[src/include/gcu_defs.svh]
// ##########################################################
// widths and fixed latencies of the graphics control unit
// the VRAM pointer is 16 bits, only the low GCU_VRAM_AW
// bits address the RAM
// ##########################################################
`ifndef GCU_DEFS_SVH
`define GCU_DEFS_SVH

// bus and RAM word width
`define GCU_DATA_W 16

// 8K words of video RAM
`define GCU_VRAM_AW 13

// scroll output, low bits of the stored 16 bit value
`define GCU_SCROLL_W 13

// beam counters and sync window bounds
`define GCU_BEAM_W 9

// bits 4 to 6 of a select word are always dropped
`define GCU_REG_SEL_MASK 8'h8F

// edges from the sampling edge of a read to rd_valid,
// sampling edge included
`define GCU_READ_LATENCY 3

`endif

[src/source/gcu_pkg.sv]
// ##########################################################
// shared types of the graphics control unit
// one command per valid cycle, no back-pressure
// ##########################################################
`default_nettype none

`include "gcu_defs.svh"

package gcu_pkg;

    typedef enum logic [2:0] {
        op_select_reg = 3'd0,
        op_write_reg  = 3'd1,
        op_set_ptr    = 3'd2,
        op_write_ram  = 3'd3,
        op_read_high  = 3'd4,
        op_read_low   = 3'd5
    } gcu_op_e;

    typedef struct packed {
        logic                   valid;
        gcu_op_e                op;
        logic [`GCU_DATA_W-1:0] data;
    } gcu_cmd_t;

    // select word, seen as a byte or as flag plus index
    typedef union packed {
        logic [7:0] raw;
        struct packed {
            logic       flip_mode;
            logic [2:0] unused;
            logic [3:0] index;
        } dec;
    } gcu_reg_sel_u;

    typedef struct packed {
        logic [`GCU_SCROLL_W-1:0] scroll_x;
        logic [`GCU_SCROLL_W-1:0] scroll_y;
        logic                     flip_x;
        logic                     flip_y;
    } layer_scroll_t;

    typedef struct packed {
        layer_scroll_t background;
        layer_scroll_t foreground;
        layer_scroll_t text;
        layer_scroll_t sprite;
    } scroll_bank_t;

    typedef struct packed {
        logic [`GCU_BEAM_W-1:0] h;
        logic [`GCU_BEAM_W-1:0] v;
    } beam_pos_t;

    typedef struct packed {
        logic [`GCU_BEAM_W-1:0] hs_start;
        logic [`GCU_BEAM_W-1:0] hs_end;
        logic [`GCU_BEAM_W-1:0] vs_start;
        logic [`GCU_BEAM_W-1:0] vs_end;
    } sync_timing_t;

    // all three active low
    typedef struct packed {
        logic hsync;
        logic vsync;
        logic blank;
    } sync_out_t;

endpackage

`default_nettype wire

[src/source/gcu_cpu_port.sv]
// ##########################################################
// CPU side of the VRAM: pointer, writes and reads
// reads return in order after a fixed latency, up to three
// in flight; ram_addr and data regs carry no reset
// ##########################################################
`timescale 1ns/1ns
`default_nettype none

`include "gcu_defs.svh"

module gcu_cpu_port
    import gcu_pkg::*;
(
    input  wire logic                     CLK96,
    input  wire logic                     RESET96,
    input  wire gcu_cmd_t                 cmd,
    output logic                          ram_we,
    output logic [`GCU_VRAM_AW-1:0]       ram_addr,
    output logic [`GCU_DATA_W-1:0]        ram_wdata,
    input  wire logic [`GCU_DATA_W-1:0]   ram_rdata,
    output logic                          rd_valid,
    output logic [`GCU_DATA_W-1:0]        rd_data
);

    // one stage for the address, one for the RAM output
    localparam int PEND_W = `GCU_READ_LATENCY - 1;

    logic [`GCU_DATA_W-1:0] ram_ptr;
    logic [PEND_W-1:0]      rd_pend;
    logic                   is_write;
    logic                   is_read;
    logic                   is_low;

    assign is_write = cmd.valid && (cmd.op == op_write_ram);
    assign is_read  = cmd.valid && (cmd.op == op_read_high || cmd.op == op_read_low);
    assign is_low   = (cmd.op == op_read_low);

    // pointer, write strobe and read tracking
    always_ff @(posedge CLK96 or posedge RESET96) begin
        if (RESET96) begin
            ram_ptr  <= '0;
            ram_we   <= 1'b0;
            rd_pend  <= '0;
            rd_valid <= 1'b0;
        end else begin
            ram_we   <= is_write;
            rd_pend  <= {rd_pend[PEND_W-2:0], is_read};
            rd_valid <= rd_pend[PEND_W-1];
            if (cmd.valid) begin
                case (cmd.op)
                    op_set_ptr: begin
                        ram_ptr <= cmd.data;
                    end
                    // post-increment on every RAM write
                    op_write_ram: begin
                        ram_ptr <= ram_ptr + 1'b1;
                    end
                    default: begin
                        ram_ptr <= ram_ptr;
                    end
                endcase
            end
        end
    end

    // RAM address and write data
    always_ff @(posedge CLK96) begin
        if (is_write) begin
            ram_addr  <= ram_ptr[`GCU_VRAM_AW-1:0];
            ram_wdata <= cmd.data;
        end else if (is_read) begin
            // low word sits one above the pointer
            ram_addr <= ram_ptr[`GCU_VRAM_AW-1:0] + {{(`GCU_VRAM_AW-1){1'b0}}, is_low};
        end
    end

    // capture RAM output for the oldest pending read
    always_ff @(posedge CLK96) begin
        if (rd_pend[PEND_W-1]) begin
            rd_data <= ram_rdata;
        end
    end

    // port A carries either a write or a read, never both
    a_no_write_during_read : assert property (
        @(posedge CLK96) disable iff (RESET96)
        !(ram_we && rd_pend[0])
    );

endmodule

`default_nettype wire

[config.mk]
export PLATFORM = sky130hd
export DESIGN_NAME = gcu_cpu_port
export DESIGN_NICKNAME = d
export VERILOG_FILES = /design/src/source/gcu_pkg.sv /design/src/source/gcu_cpu_port.sv
export VERILOG_INCLUDE_DIRS = /design/src /design/src/include
export SDC_FILE = /design/constraint.sdc
export NUM_CORES = 1
export LEC_CHECK = 0
export BUFFER_PORTS_ARGS = -buffer_cell sky130_fd_sc_hd__clkbuf_2
export CORE_MARGIN = 4
export CORE_UTILIZATION = 43
export DETAILED_ROUTE_END_ITERATION = 12
export PLACE_DENSITY = 0.7
export SETUP_SLACK_MARGIN = 0.1
export SLEW_MARGIN = 20
export SYNTH_ARGS = -nofsm -noshare
export SYNTH_HDL_FRONTEND = slang
export SYNTH_SLANG_ARGS = --single-unit
[constraint.sdc]
create_clock -name CLK96 -period 2.5 [get_ports CLK96]
set_input_delay 0.375 -clock CLK96 [delete_from_list [all_inputs] [get_ports CLK96]]
set_output_delay 0.375 -clock CLK96 [all_outputs]
set_load 0.02 [all_outputs]
==> reports/metrics.cfg <==
[status]
run_status=completed

[placed_design]
post-place-cells=330
hpwl_mm=3.92
placed_area_um2=3030
routabilityCongestion=0.833
port-buffer-count=84

[clocking]
post_cts.resized_instances=0
number_of_clock_buffers_inserted_by_tritoncts=9
clkSlewWorstSetupHoldPaths_ns=0.07
clk_root_buffer_cell=sky130_fd_sc_hd__clkbuf_8
cts_buffer_depth=2
clock_tree.htree_level_count=3
clock_insertion_delay_worst_skew_ns=0.34
cts_hold_buf=0
clock-sinks=62
cts_tree=yes
post-cts-setup-buffers=0

[setup_path]
cp_data_arrival_time_ns=1.98
critical_path_peak_fanout=8
path_class=reg2reg
worstPathRequired_ns=2.69
worstSetupStartpointType=flop
endpoint_kind=flop

[routing]
drtAntennaViolNets=0
drt_first_pass_iters=4
wl_per_cell_um=15.9
post-route-drc-count=0
route.final.wire_length_mm=5.49
vias=1792
routed_via_density=5.18
drt-initial-drc-count=143

[sta]
period_minus_slack_ns=1.79
layout_worst_path_cycle_share_pct=71.7
drv_slew=0
report.final.setup_viol=0
timing_worst_slew_pin_value_ns=0.717
whs_ns=0.125
finClkSkew_ns=0.00907
hold_viol_final=0
timing.slew.headroom_pct=52.1
timing.setup.tns_ns=0
max_freq_mhz=558
rsz_0062_raised_after_global_routing=no

[grt]
grt_start_max_net_pins=20
grt.overflow.total=0
first_global_vias=1714
grt_pass1_wl_mm=8.85
total_routing_usage_gr_pct=16.0
antenna_found_initial=0

[final_layout]
antennaDiodeCount=0
area_growth_syn_to_layout_pct=26.3
final_core_utilization_pct=57.3
post_route_cells_drive_above_1_share_pct=40.9
finalInstanceArea_um2=3220
post_layout_nonfiller_instances=346
design.final.nets=310

[die]
core_region_area_um2=5610
floorplan.die_area_um2=7220
ioPinCount=85
floorplan.die.height_um=85.0
row_count=27
initial_core_util_pct=45.4
die_span_in_x_um=85.0

[synthesis]
synth.top_cells.by_area=sky130_fd_sc_hd__edfxtp_1 (53%), sky130_fd_sc_hd__dfrtp_1 (17%), sky130_fd_sc_hd__a21oi_1 (3.9%)
share_of_async_settable_or_async_resettable_flops_after_synthesis_pct=27.4
yosysMostFrequentCell=sky130_fd_sc_hd__edfxtp_1
synth_largest_area_cell=sky130_fd_sc_hd__edfxtp_1
synth.distinct_cells=37
synth.ff_latch_count=62
synthTopCellsByCount=sky130_fd_sc_hd__edfxtp_1 (45), sky130_fd_sc_hd__a21oi_1 (20), sky130_fd_sc_hd__dfrtp_1 (17), sky130_fd_sc_hd__nor2_1 (11), sky130_fd_sc_hd__nand2_1 (9)
number_of_synthesized_flops_with_an_enable_pin=45
post_synth_instance_area_um2=2550
synthesis.nets=222
synth-seq-area-share_pct=69.8
synth_largest_type_area_fraction_pct=53.1
yosys_most_used_dff=sky130_fd_sc_hd__edfxtp_1
syn_area_per_cell_um2=14.1
synth.yosys.warnings=0
syn_inst=181

[pwr]
p_per_area_nw_per_um2=749
leakage_nw=1.34
worst_ir_drop_vdd_uv=346

[job]
maxCapViolations=0

[worst_hold_path]
hp-class=in2async

==> placed cells by master (no fill, tap or decap), types with 2 or more instances in the layout <==
| cell | count |
|---|---|
| sky130_fd_sc_hd__a21oi_1 | 20 |
| sky130_fd_sc_hd__a2bb2oi_1 | 2 |
| sky130_fd_sc_hd__and3b_1 | 3 |
| sky130_fd_sc_hd__buf_4 | 2 |
| sky130_fd_sc_hd__clkbuf_2 | 84 |
| sky130_fd_sc_hd__clkbuf_8 | 9 |
| sky130_fd_sc_hd__clkinv_2 | 2 |
| sky130_fd_sc_hd__clkinvlp_4 | 3 |
| sky130_fd_sc_hd__dfrtp_1 | 17 |
| sky130_fd_sc_hd__edfxtp_1 | 45 |
| sky130_fd_sc_hd__ha_1 | 3 |
| sky130_fd_sc_hd__inv_1 | 4 |
| sky130_fd_sc_hd__mux2_2 | 2 |
| sky130_fd_sc_hd__nand2_1 | 9 |
| sky130_fd_sc_hd__nand3_1 | 5 |
| sky130_fd_sc_hd__nand4_1 | 3 |
| sky130_fd_sc_hd__nor2_1 | 11 |
| sky130_fd_sc_hd__nor3_1 | 4 |
| sky130_fd_sc_hd__o21ai_0 | 7 |
| sky130_fd_sc_hd__o22ai_1 | 4 |
| sky130_fd_sc_hd__o31ai_1 | 2 |
| sky130_fd_sc_hd__o32ai_1 | 4 |
| sky130_fd_sc_hd__or3_1 | 2 |
| sky130_fd_sc_hd__xnor2_1 | 3 |
| sky130_fd_sc_hd__xor2_1 | 8 |
==> cell families (layout without fill, tap and decap cells) <==
logic type | count (synthesis) | count (layout) | synth area share, %
multiplexers | 2 | 2 | 0.884
AO/OA/AOI/OAI | 42 | 42 | 10.3
XOR/XNOR | 11 | 11 | 3.78
adder cells (fa/ha/maj) | 3 | 3 | 1.47
AND/OR/NAND/NOR | 48 | 48 | 11.4
flip-flops | 62 | 62 | 69.8
buffers and inverters | 13 | 106 | 2.41
==> final timing paths <==
path                                   start           to  slack, ns  cells past startpoint
min in group CLK96              ram_rdata[3]   rd_data[3]       0.21                      1
worst min-delay path                 RESET96       ram_we       0.13                      2
worst min register to register    rd_pend[0]   rd_pend[1]       0.35                      0
max in group asynchronous            RESET96   ram_ptr[5]       1.92                      2
worst max-delay path              ram_ptr[1]  ram_ptr[10]       0.71                      5
worst max register to register    ram_ptr[1]  ram_ptr[10]       0.71                      5
==> through the flow <==
stage | total power, mW | setup slack, ns
floorplan | 1.49 | 0.640
global placement | 1.59 | 0.548
detailed placement | 1.59 | 0.489
CTS | 2.43 | 0.717
global route | 2.53 | 0.513
finish | 2.41 | 0.708
==> critical path, cell delays in order (launching register included) <==
cell	delay, ns
sky130_fd_sc_hd__dfrtp_1	0.50
sky130_fd_sc_hd__ha_1	0.27
sky130_fd_sc_hd__nand3_2	0.20
sky130_fd_sc_hd__or2_4	0.33
sky130_fd_sc_hd__o32ai_2	0.25
sky130_fd_sc_hd__a21oi_1	0.10
==> flip-flops by register name, indices dropped and copies added, names as in the netlist <==
name,cells
ram_we,1
ram_addr,13
rd_valid,1
ram_wdata,16
ram_ptr,13
rd_data,16
rd_pend,2
==> layout make-up <==
cell class,instances,area [µm²]
tap,72,90.1
fill,483,2390
timing repair buffer,86,435
clock inverter,6,62.6
sequential,62,1780
multi-input combinational,106,708
clock buffer,10,128
inverter,4,15.0
==> power breakdown <==
group	switching [mW]	total, mW	internal (mW)
Sequential	0.0856	1.28	1.19
Clock	0.379	0.835	0.456
Combinational	0.177	0.296	0.119
==> per-layer routing <==
layer	part of all wire [%]	vias up	track usage [%]	wire, µm
li1	-	858	-	-
met1	42	858	20.2	2310
met2	49	64	25.1	2690
met3	6.8	12	5.05	373
met4	2.2	0	7.63	121
met5	0	-	0	0
Note: power is estimated with default switching activity, not from simulation.
