File: src/include/gcu_defs.svh
// ##########################################################
// widths and fixed latencies of the graphics control unit
// the VRAM pointer is 16 bits, only the low GCU_VRAM_AW
// bits address the RAM
// ##########################################################
`ifndef GCU_DEFS_SVH
`define GCU_DEFS_SVH

// bus and RAM word width
`define GCU_DATA_W 16

// 8K words of video RAM
`define GCU_VRAM_AW 13

// scroll output, low bits of the stored 16 bit value
`define GCU_SCROLL_W 13

// beam counters and sync window bounds
`define GCU_BEAM_W 9

// bits 4 to 6 of a select word are always dropped
`define GCU_REG_SEL_MASK 8'h8F

// edges from the sampling edge of a read to rd_valid,
// sampling edge included
`define GCU_READ_LATENCY 3

`endif

File: src/source/gcu_pkg.sv
// ##########################################################
// shared types of the graphics control unit
// one command per valid cycle, no back-pressure
// ##########################################################
`default_nettype none

`include "gcu_defs.svh"

package gcu_pkg;

    typedef enum logic [2:0] {
        op_select_reg = 3'd0,
        op_write_reg  = 3'd1,
        op_set_ptr    = 3'd2,
        op_write_ram  = 3'd3,
        op_read_high  = 3'd4,
        op_read_low   = 3'd5
    } gcu_op_e;

    typedef struct packed {
        logic                   valid;
        gcu_op_e                op;
        logic [`GCU_DATA_W-1:0] data;
    } gcu_cmd_t;

    // select word, seen as a byte or as flag plus index
    typedef union packed {
        logic [7:0] raw;
        struct packed {
            logic       flip_mode;
            logic [2:0] unused;
            logic [3:0] index;
        } dec;
    } gcu_reg_sel_u;

    typedef struct packed {
        logic [`GCU_SCROLL_W-1:0] scroll_x;
        logic [`GCU_SCROLL_W-1:0] scroll_y;
        logic                     flip_x;
        logic                     flip_y;
    } layer_scroll_t;

    typedef struct packed {
        layer_scroll_t background;
        layer_scroll_t foreground;
        layer_scroll_t text;
        layer_scroll_t sprite;
    } scroll_bank_t;

    typedef struct packed {
        logic [`GCU_BEAM_W-1:0] h;
        logic [`GCU_BEAM_W-1:0] v;
    } beam_pos_t;

    typedef struct packed {
        logic [`GCU_BEAM_W-1:0] hs_start;
        logic [`GCU_BEAM_W-1:0] hs_end;
        logic [`GCU_BEAM_W-1:0] vs_start;
        logic [`GCU_BEAM_W-1:0] vs_end;
    } sync_timing_t;

    // all three active low
    typedef struct packed {
        logic hsync;
        logic vsync;
        logic blank;
    } sync_out_t;

endpackage

`default_nettype wire

File: src/source/gcu_video_timing.sv
// ##########################################################
// registered hsync, vsync and blank from beam position
// outputs follow the inputs of the previous cycle
// ##########################################################
`timescale 1ns/1ns
`default_nettype none

`include "gcu_defs.svh"

module gcu_video_timing
    import gcu_pkg::*;
(
    input  wire logic         CLK96,
    input  wire logic         RESET96,
    input  wire beam_pos_t    beam,
    input  wire sync_timing_t timing,
    output sync_out_t         sync
);

    logic in_hsync;
    logic in_vsync;

    // horizontal window excludes both ends
    assign in_hsync = (beam.h > timing.hs_start) && (beam.h < timing.hs_end);
    // vertical window includes both ends
    assign in_vsync = (beam.v >= timing.vs_start) && (beam.v <= timing.vs_end);

    always_ff @(posedge CLK96 or posedge RESET96) begin
        if (RESET96) begin
            sync.hsync <= 1'b1;
            sync.vsync <= 1'b1;
            sync.blank <= 1'b1;
        end else begin
            sync.hsync <= ~in_hsync;
            sync.vsync <= ~in_vsync;
            sync.blank <= ~(in_hsync | in_vsync);
        end
    end

    a_blank_covers_sync : assert property (
        @(posedge CLK96) disable iff (RESET96)
        (!sync.hsync || !sync.vsync) |-> !sync.blank
    );

endmodule

`default_nettype wire

File: config.mk
export PLATFORM = sky130hd
export DESIGN_NAME = gcu_video_timing
export DESIGN_NICKNAME = d
export VERILOG_FILES = /design/src/source/gcu_pkg.sv /design/src/source/gcu_video_timing.sv
export VERILOG_INCLUDE_DIRS = /design/src /design/src/include
export SDC_FILE = /design/constraint.sdc
export NUM_CORES = 1
export LEC_CHECK = 0
export ABC_AREA = 1
export BUFFER_PORTS_ARGS = -buffer_cell sky130_fd_sc_hd__buf_2
export CAP_MARGIN = 20
export CORE_ASPECT_RATIO = 0.5
export CORE_MARGIN = 2
export CORE_UTILIZATION = 40
export CTS_CLUSTER_DIAMETER = 150
export DETAILED_ROUTE_END_ITERATION = 16
export HOLD_SLACK_MARGIN = 0.15
export PLACE_DENSITY_LB_ADDON = 0.12
export SLEW_MARGIN = 25
export SYNTH_ARGS = -nofsm -noshare
export SYNTH_HDL_FRONTEND = slang
export SYNTH_SLANG_ARGS = --single-unit
File: constraint.sdc
create_clock -name CLK96 -period 1.1 [get_ports CLK96]
set_input_delay 0.055 -clock CLK96 [delete_from_list [all_inputs] [get_ports CLK96]]
set_output_delay 0.055 -clock CLK96 [all_outputs]
set_load 0.03 [all_outputs]
==> results of run 1 <==
layer usage:
metal,GRT usage,wire [um],share of wire
met1,0.1656,958,0.49
met4,0.02632,0,0
met3,0.01101,120,0.061
met5,0,0,0
met2,0.2608,891,0.45
cells by family after synthesis:
logic type	count (synthesis)	share of synthesized area
simple gates	69	0.3073
buf+inv	46	0.1565
fa+ha+maj	35	0.3968
compound gates	14	0.06803
flops	3	0.07143
layout make-up:
class,count,share of cell area
Multi-Input combinational cell,118,0.5699
Tap cell,37,0.03096
Clock buffer,4,0.03013
Sequential cell,3,0.05272
Inverter,46,0.1155
Timing Repair Buffer,59,0.2008
layout by cell type, fill, tap and decap left out, types with 3 or more instances in the layout:
cell      netlist  routed
clkbuf_8        0       3
a21oi_1        10      10
inv_1          44      44
dfstp_2         3       3
buf_2           0      58
nand3_2         4       4
nand3_1         5       5
ha_1           35      35
nor2_1         10      10
nand2_2         6       6
nand2_1        37      37
repair_timing:
item / 4_1_cts / 5_1_grt
setup endpoints to repair: 0 / 0
hold buffers: 1 / 0
gates resized for setup: 0 / 0
endpoints found under the hold margin: 3 / 0
through the flow:
step | hold slack (ns) | worst slack, ns
2_1_floorplan | -0.01171 | 0.1289
3_3_place_gp | 0.1029 | -0.01865
3_5_place_dp | 0.1041 | -0.05552
4_1_cts | 0.2805 | 0.1419
5_1_grt | 0.3307 | 0.02659
6_report | 0.2687 | 0.1457
final timing paths:
path | startpoint | endpoint | slack (ns) | cells after the start
worst min-delay path | timing[18] | sync[2] | 0.27 | 6
min in group asynchronous | RESET96 | sync[2] | 0.44 | 3
worst max-delay path | sync[1] | sync[1] | 0.15 | 1
max in group asynchronous | RESET96 | sync[1] | 0.64 | 3
power breakdown:
| group | internal, mW | leakage, nW | switching, mW |
|---|---|---|---|
| clock network | 0.246 | 0.0228 | 0.0644 |
| registers | 0.139 | 0.0316 | 0.00347 |
| logic | 0.229 | 0.928 | 0.276 |
| total | 0.615 | 0.982 | 0.344 |
==> results.toml, run 1 <==
[sta]
max_clock_freq_mhz = 1048
tightest_slew_ns = 0.1579
fin_setup_tns_ns = 0
rsz0062_at_grt = "false"
post-route-period-util = 0.8675
hold_viol_final = 0
setup_viol = 0
drv_slew = 0
slew_headroom = 0.8936
finalCriticalPeriod_ns = 0.9543

[flow_run]
cap_violations = 0

[floorplan]
ios = 59
die_area_mm2 = 0.003220
die_h_um = 41.14
row_count = 13
fp.coreArea_mm2 = 0.002603
die_w_um = 78.28
start_util = 0.4240

[power_and_ir_drop]
irDropWorstVdd_v = 0.0002542
fin_total_pwr_mw = 0.9585
leakage_nw = 0.9820
power.density_mw_per_mm2 = 641.1

[yosys]
synth_top_cell_area_share = 0.3968
syn_area_per_cell_um2 = 6.608
async_flop_share = 1.000
seq_area_frac_synth = 0.07143
postSynthNetCount = 258
yosys.cell_count.top_type = "inv_1"
synthTopCellsByCount = "44 x inv_1, 37 x nand2_1, 35 x ha_1, 10 x a21oi_1, 10 x nor2_1"
synth.area.top_cells = "ha_1 40%, inv_1 15%, nand2_1 13%"
netlist_area_mm2 = 0.001104
yosysTopAreaCell = "ha_1"
synth_cell_types = 17
synth_ff_type = "dfstp_2"
synth_edf_count = 0
syn_inst = 167
yosysWarnings = 0
synth.ff_latch_count = 3

[setup_path]
crit_buf_inv = 1
cp.arrival_ns = 0.90
critPathSlowestCell = "dfstp_2"
end_kind = "output port"
required_ns = 1.04
slowest_delay_ns = 0.50
path_cells = "buf_2"
crit_path_start_kind = "flip-flop"
cp_top_family = "flip-flops"
critical_path_class = "flip-flop to output port"
path_max_fanout = 1

[final_layout]
largest_reg_flops = 3
areaGrowthSynthToFinish_pct = 35.49
regMostFlops = "sync"
layout-drive-gt1-share = 0.3522
fillers = 287
ff_latch_area_um2 = 78.83
finalNonFillerCells = 267
top_regs = "sync (3)"
multi_input_area_um2 = 852.1
layout.nets = 322
antennaDiodeCount = 0
final_core_util = 0.5745
final_area_mm2 = 0.001495

[placed_design]
dp_cells = 262
port_buffers = 58
post_dp_cell_area_mm2 = 0.001440
dp_hpwl_mm = 1.874
gp_congestion = 0.6809

[global_routing]
grt_pass1_vias = 938
grt.overflow.total = 0
antenna_found_initial = 0
grt_pass1_wl_mm = 3.429
grt_max_degree = 4
grtUsageTotal = 0.1316

[drt]
finalWirelength_mm = 1.971
drt-initial-drc-count = 12
wl_per_cell_um = 7.382
dr.pass1.iters = 2
num_vias = 1119
ant_nets = 0
vias_per_cell = 4.191
drc = 0

[cts]
htreeDepth = 1
cts_setup_buffers = 0
cts_buffers = 3
clock_sinks = 3
cts_tree = "built"
path_clk_slew_ns = 0.03
cts-root-buf = "clkbuf_8"
clock_path_buffers = 2

[outcome]
status = "complete, no violations"

[min_path]
hp-class = "input port to flip-flop"
Power figures use the tool's default switching activity.
==> inputs of run 2 (changes only) <==
BUFFER_PORTS_ARGS = -buffer_cell sky130_fd_sc_hd__clkbuf_2   (was -buffer_cell sky130_fd_sc_hd__buf_2)
clock period = 1 ns   (was 1.1 ns; I/O delays follow)
==> results.toml, run 2 (synthesized netlist as in run 1, its figures left out) <==
[outcome]
status = "complete, no violations"

[cts]
cts_setup_buffers = 0
clock_sinks = 3
cts_tree = "built"
ctsHoldBuffers = 1
cts-resized-gates = 0
clock_path_buffers = 2
cts-root-buf = "clkbuf_8"
cts_buffers = 3
htreeDepth = 1
path_clk_slew_ns = 0.03

[power_and_ir_drop]
combPwrFrac = 0.526
p_seq_frac = 0.149
irDropWorstVdd_v = 0.0002940
swShare = 0.3591
fin_total_pwr_mw = 1.055
intPower_mw = 0.6764
p_clk_frac = 0.324
power.switching_mw = 0.3789
leakage_nw = 0.9961
power.density_mw_per_mm2 = 705.8

[sta]
drv_slew = 0
rsz0062_at_grt = "false"
setup_viol = 0
finalCriticalPeriod_ns = 0.9616
post-route-period-util = 0.9616
tightest_slew_ns = 0.1736
worst_slack_ns = 0.03839
hold_ws_ns = 0.2611
hold_viol_final = 0
max_clock_freq_mhz = 1040
slew_headroom = 0.8848

[placed_design]
dp_hpwl_mm = 1.857
post_dp_cell_area_mm2 = 0.001440
dp_worst_setup_slack_ns = -0.1315
gp_congestion = 0.6982
port_buffers = 58
dp_cells = 262

[final_layout]
top_regs = "sync (3)"
layout-drive-gt1-share = 0.3522
ff_latch_area_um2 = 78.83
fillers = 285
regMostFlops = "sync"
largest_reg_flops = 3
final_cell_mix = "58 x clkbuf_2, 44 x inv_1, 37 x nand2_1, 35 x ha_1"
multi_input_area_um2 = 852.1
layout.nets = 322
antennaDiodeCount = 0
areaGrowthSynthToFinish_pct = 35.49
final_common_cell = "clkbuf_2"
finalNonFillerCells = 267
final_area_mm2 = 0.001495

[setup_path]
path_max_fanout = 1
crit_buf_inv = 1
cp_top_family = "flip-flops"
critical_path_class = "flip-flop to output port"
path_cells = "clkbuf_2"
cp.arrival_ns = 0.91
slowest_delay_ns = 0.51
critPathSlowestCell = "dfstp_2"
end_kind = "output port"
crit_path_start_kind = "flip-flop"
required_ns = 0.95

[drt]
wl_per_cell_um = 7.150
drt-initial-drc-count = 20
drc = 0
finalWirelength_mm = 1.909
num_vias = 1104
ant_nets = 0
dr.pass1.iters = 4
vias_per_cell = 4.135

[global_routing]
grt_pass1_vias = 877
grtUsageTotal = 0.1260
grt_pass1_wl_mm = 3.249
antenna_found_initial = 0
grt.overflow.total = 0
grt_max_degree = 4

[floorplan]
die_h_um = 41.14
fp.coreArea_mm2 = 0.002603
die_area_mm2 = 0.003220
start_util = 0.4240
die_w_um = 78.28
ios = 59
row_count = 13

[min_path]
min_from = "timing[18]"
whs_endpoint = "sync[2]"
hp-class = "input port to flip-flop"
hold_depth = 6

[flow_run]
cap_violations = 0
-- run 2: cell types whose count changed in the layout (fill, tap and decap cells not counted) --
cell / previous run / this run
buf_2: 58 / 0
clkbuf_2: 0 / 58
-- run 2: how the worst max path moves through the flow --
| stage | from | end | cells after the start |
|---|---|---|---|
| after floorplan | timing[8] | sync[0] | 9 |
| after global placement | beam[8] | sync[0] | 9 |
| after detailed placement | timing[15] | sync[0] | 12 |
| after CTS | sync[1] | sync[1] | 1 |
| after global routing | beam[4] | sync[0] | 12 |
| final | sync[1] | sync[1] | 1 |
-- run 2: metal layers --
layer  vias up  track usage  part of all wire
met1       434       0.1628              0.50
met2        27       0.2435              0.45
met3         0     0.008811             0.058
met4         0      0.02632                 0
li1        643            -                 -
met5         -            0                 0
-- run 2: power groups by stage --
| stage | sequential [mW] | clock (mW) | combinational (mW) |
|---|---|---|---|
| floorplan | 0.201 | 0 | 0.330 |
| global placement | 0.160 | 0 | 0.550 |
| detailed placement | 0.159 | 0 | 0.561 |
| CTS | 0.158 | 0.350 | 0.568 |
| global route | 0.160 | 0.372 | 0.653 |
| finish | 0.158 | 0.342 | 0.555 |
-- run 2: metrics by stage --
step / setup TNS [ns] / util
2_1_floorplan: 0 / -
3_3_place_gp: -0.1402 / 0.5534
3_5_place_dp: -0.1969 / 0.5534
4_1_cts: 0 / 0.5745
5_1_grt: 0 / 0.5745
6_report: 0 / 0.5745
-- run 2: layout make-up --
type,count,area share
multi-input combinational,118,0.5699
timing repair buffer,59,0.2008
inverter,46,0.1155
sequential,3,0.05272
tap,37,0.03096
clock buffer,4,0.03013
==> inputs of run 3 (changes only) <==
BUFFER_PORTS_ARGS = not set   (was -buffer_cell sky130_fd_sc_hd__clkbuf_2)
CORE_ASPECT_RATIO = not set   (was 0.5)
CORE_UTILIZATION = 55   (was 40)
DONT_BUFFER_PORTS = 1   (was not set)
==> results.toml, run 3 (synthesized netlist as in run 1, its figures left out) <==
[final_layout]
final_cell_mix = "44 x inv_1, 37 x nand2_1, 35 x ha_1, 10 x a21oi_1, 10 x nor2_1"
final_common_cell = "inv_1"
antennaDiodeCount = 0
layout.nets = 264
areaGrowthSynthToFinish_pct = 6.350
final_core_util = 0.6107
finalNonFillerCells = 199
top_regs = "sync (3)"
regMostFlops = "sync"
layout-drive-gt1-share = 0.1337
largest_reg_flops = 3
final_area_mm2 = 0.001174

[sta]
hold_ws_ns = 0.1672
tightest_slew_ns = 0.2141
setup_viol = 0
max_clock_freq_mhz = 1124
worst_slack_ns = 0.1104
finalCriticalPeriod_ns = 0.8896
drv_slew = 0
hold_viol_final = 0
post-route-period-util = 0.8896
slew_headroom = 0.8557
fin_setup_tns_ns = 0
rsz0062_at_grt = "false"

[setup_path]
crit_path_end = "sync[2]"
crit_start = "sync[2]"
cp.arrival_ns = 0.84
required_ns = 0.95
cp_num_cells = 0
critical_path_class = "flip-flop to output port"
end_kind = "output port"
path_max_fanout = 1
crit_path_start_kind = "flip-flop"

[drt]
drt-initial-drc-count = 2
drc = 0
vias_per_cell = 4.794
dr.pass1.iters = 2
num_vias = 954
wl_per_cell_um = 9.055
ant_nets = 0
finalWirelength_mm = 1.802

[floorplan]
start_util = 0.5742
die_area_mm2 = 0.002381
die_w_um = 48.80
fp.coreArea_mm2 = 0.001922
ios = 59
row_count = 16
die_h_um = 48.80

[cts]
clock_path_buffers = 2
cts_buffers = 3
cts-root-buf = "clkbuf_4"
path_clk_slew_ns = 0.04
cts_tree = "built"
clock_sinks = 3
htreeDepth = 1

[power_and_ir_drop]
leakage_nw = 0.7480
fin_total_pwr_mw = 0.8040
irDropWorstVdd_v = 0.0003780
power.density_mw_per_mm2 = 685.0

[placed_design]
dp_cells = 194
port_buffers = 0
post_dp_cell_area_mm2 = 0.001137
gp_congestion = 0.7424
dp_hpwl_mm = 1.716
dp_worst_setup_slack_ns = -0.04921

[global_routing]
grtUsageTotal = 0.1609
grt.overflow.total = 0
grt_max_degree = 4
grt_pass1_wl_mm = 3.160
grt_pass1_vias = 921
antenna_found_initial = 0

[flow_run]
cap_violations = 0

[outcome]
status = "complete, no violations"

[min_path]
hp-class = "input port to flip-flop"
run 3: repair_timing:
item / CTS / global route
hold buffers: 1 / 0
endpoints found under the hold margin: 3 / 0
resized for setup: 0 / 0
buffers inserted: 0 / 0
endpoints found under the setup margin: 0 / 0
run 3: how the worst min path moves through the flow:
stage | startpoint | end | cells after the start
CTS | timing[0] | sync[1] | 4
global placement | RESET96 | sync[0] | 1
detailed placement | RESET96 | sync[1] | 1
global route | timing[0] | sync[1] | 4
finish | timing[0] | sync[1] | 4
floorplan | RESET96 | sync[0] | 1
run 3: power breakdown:
part	switching [mW]	internal, mW	total (mW)
Sequential	0.0455	0.156	0.202
Clock	0.0630	0.150	0.213
Combinational	0.222	0.168	0.390
Total	0.331	0.473	0.804
run 3: metal layers:
layer / part of all wire / vias up / global-route usage / wire, um
li1: - / 527 / - / -
met2: 0.48 / 32 / 0.2763 / 860
met4: 0 / 0 / 0.05714 / 0
met3: 0.058 / 0 / 0.03067 / 104
met1: 0.46 / 395 / 0.2000 / 837
met5: 0 / - / 0 / 0
run 3: cell type report:
class | count | area (um^2)
fillers | 199 | 748.2
flip-flops and latches | 3 | 78.83
multi-input cells | 118 | 852.1
repair buffers | 1 | 10.01
inverters | 46 | 172.7
clock buffers | 4 | 26.28
well taps | 27 | 33.78
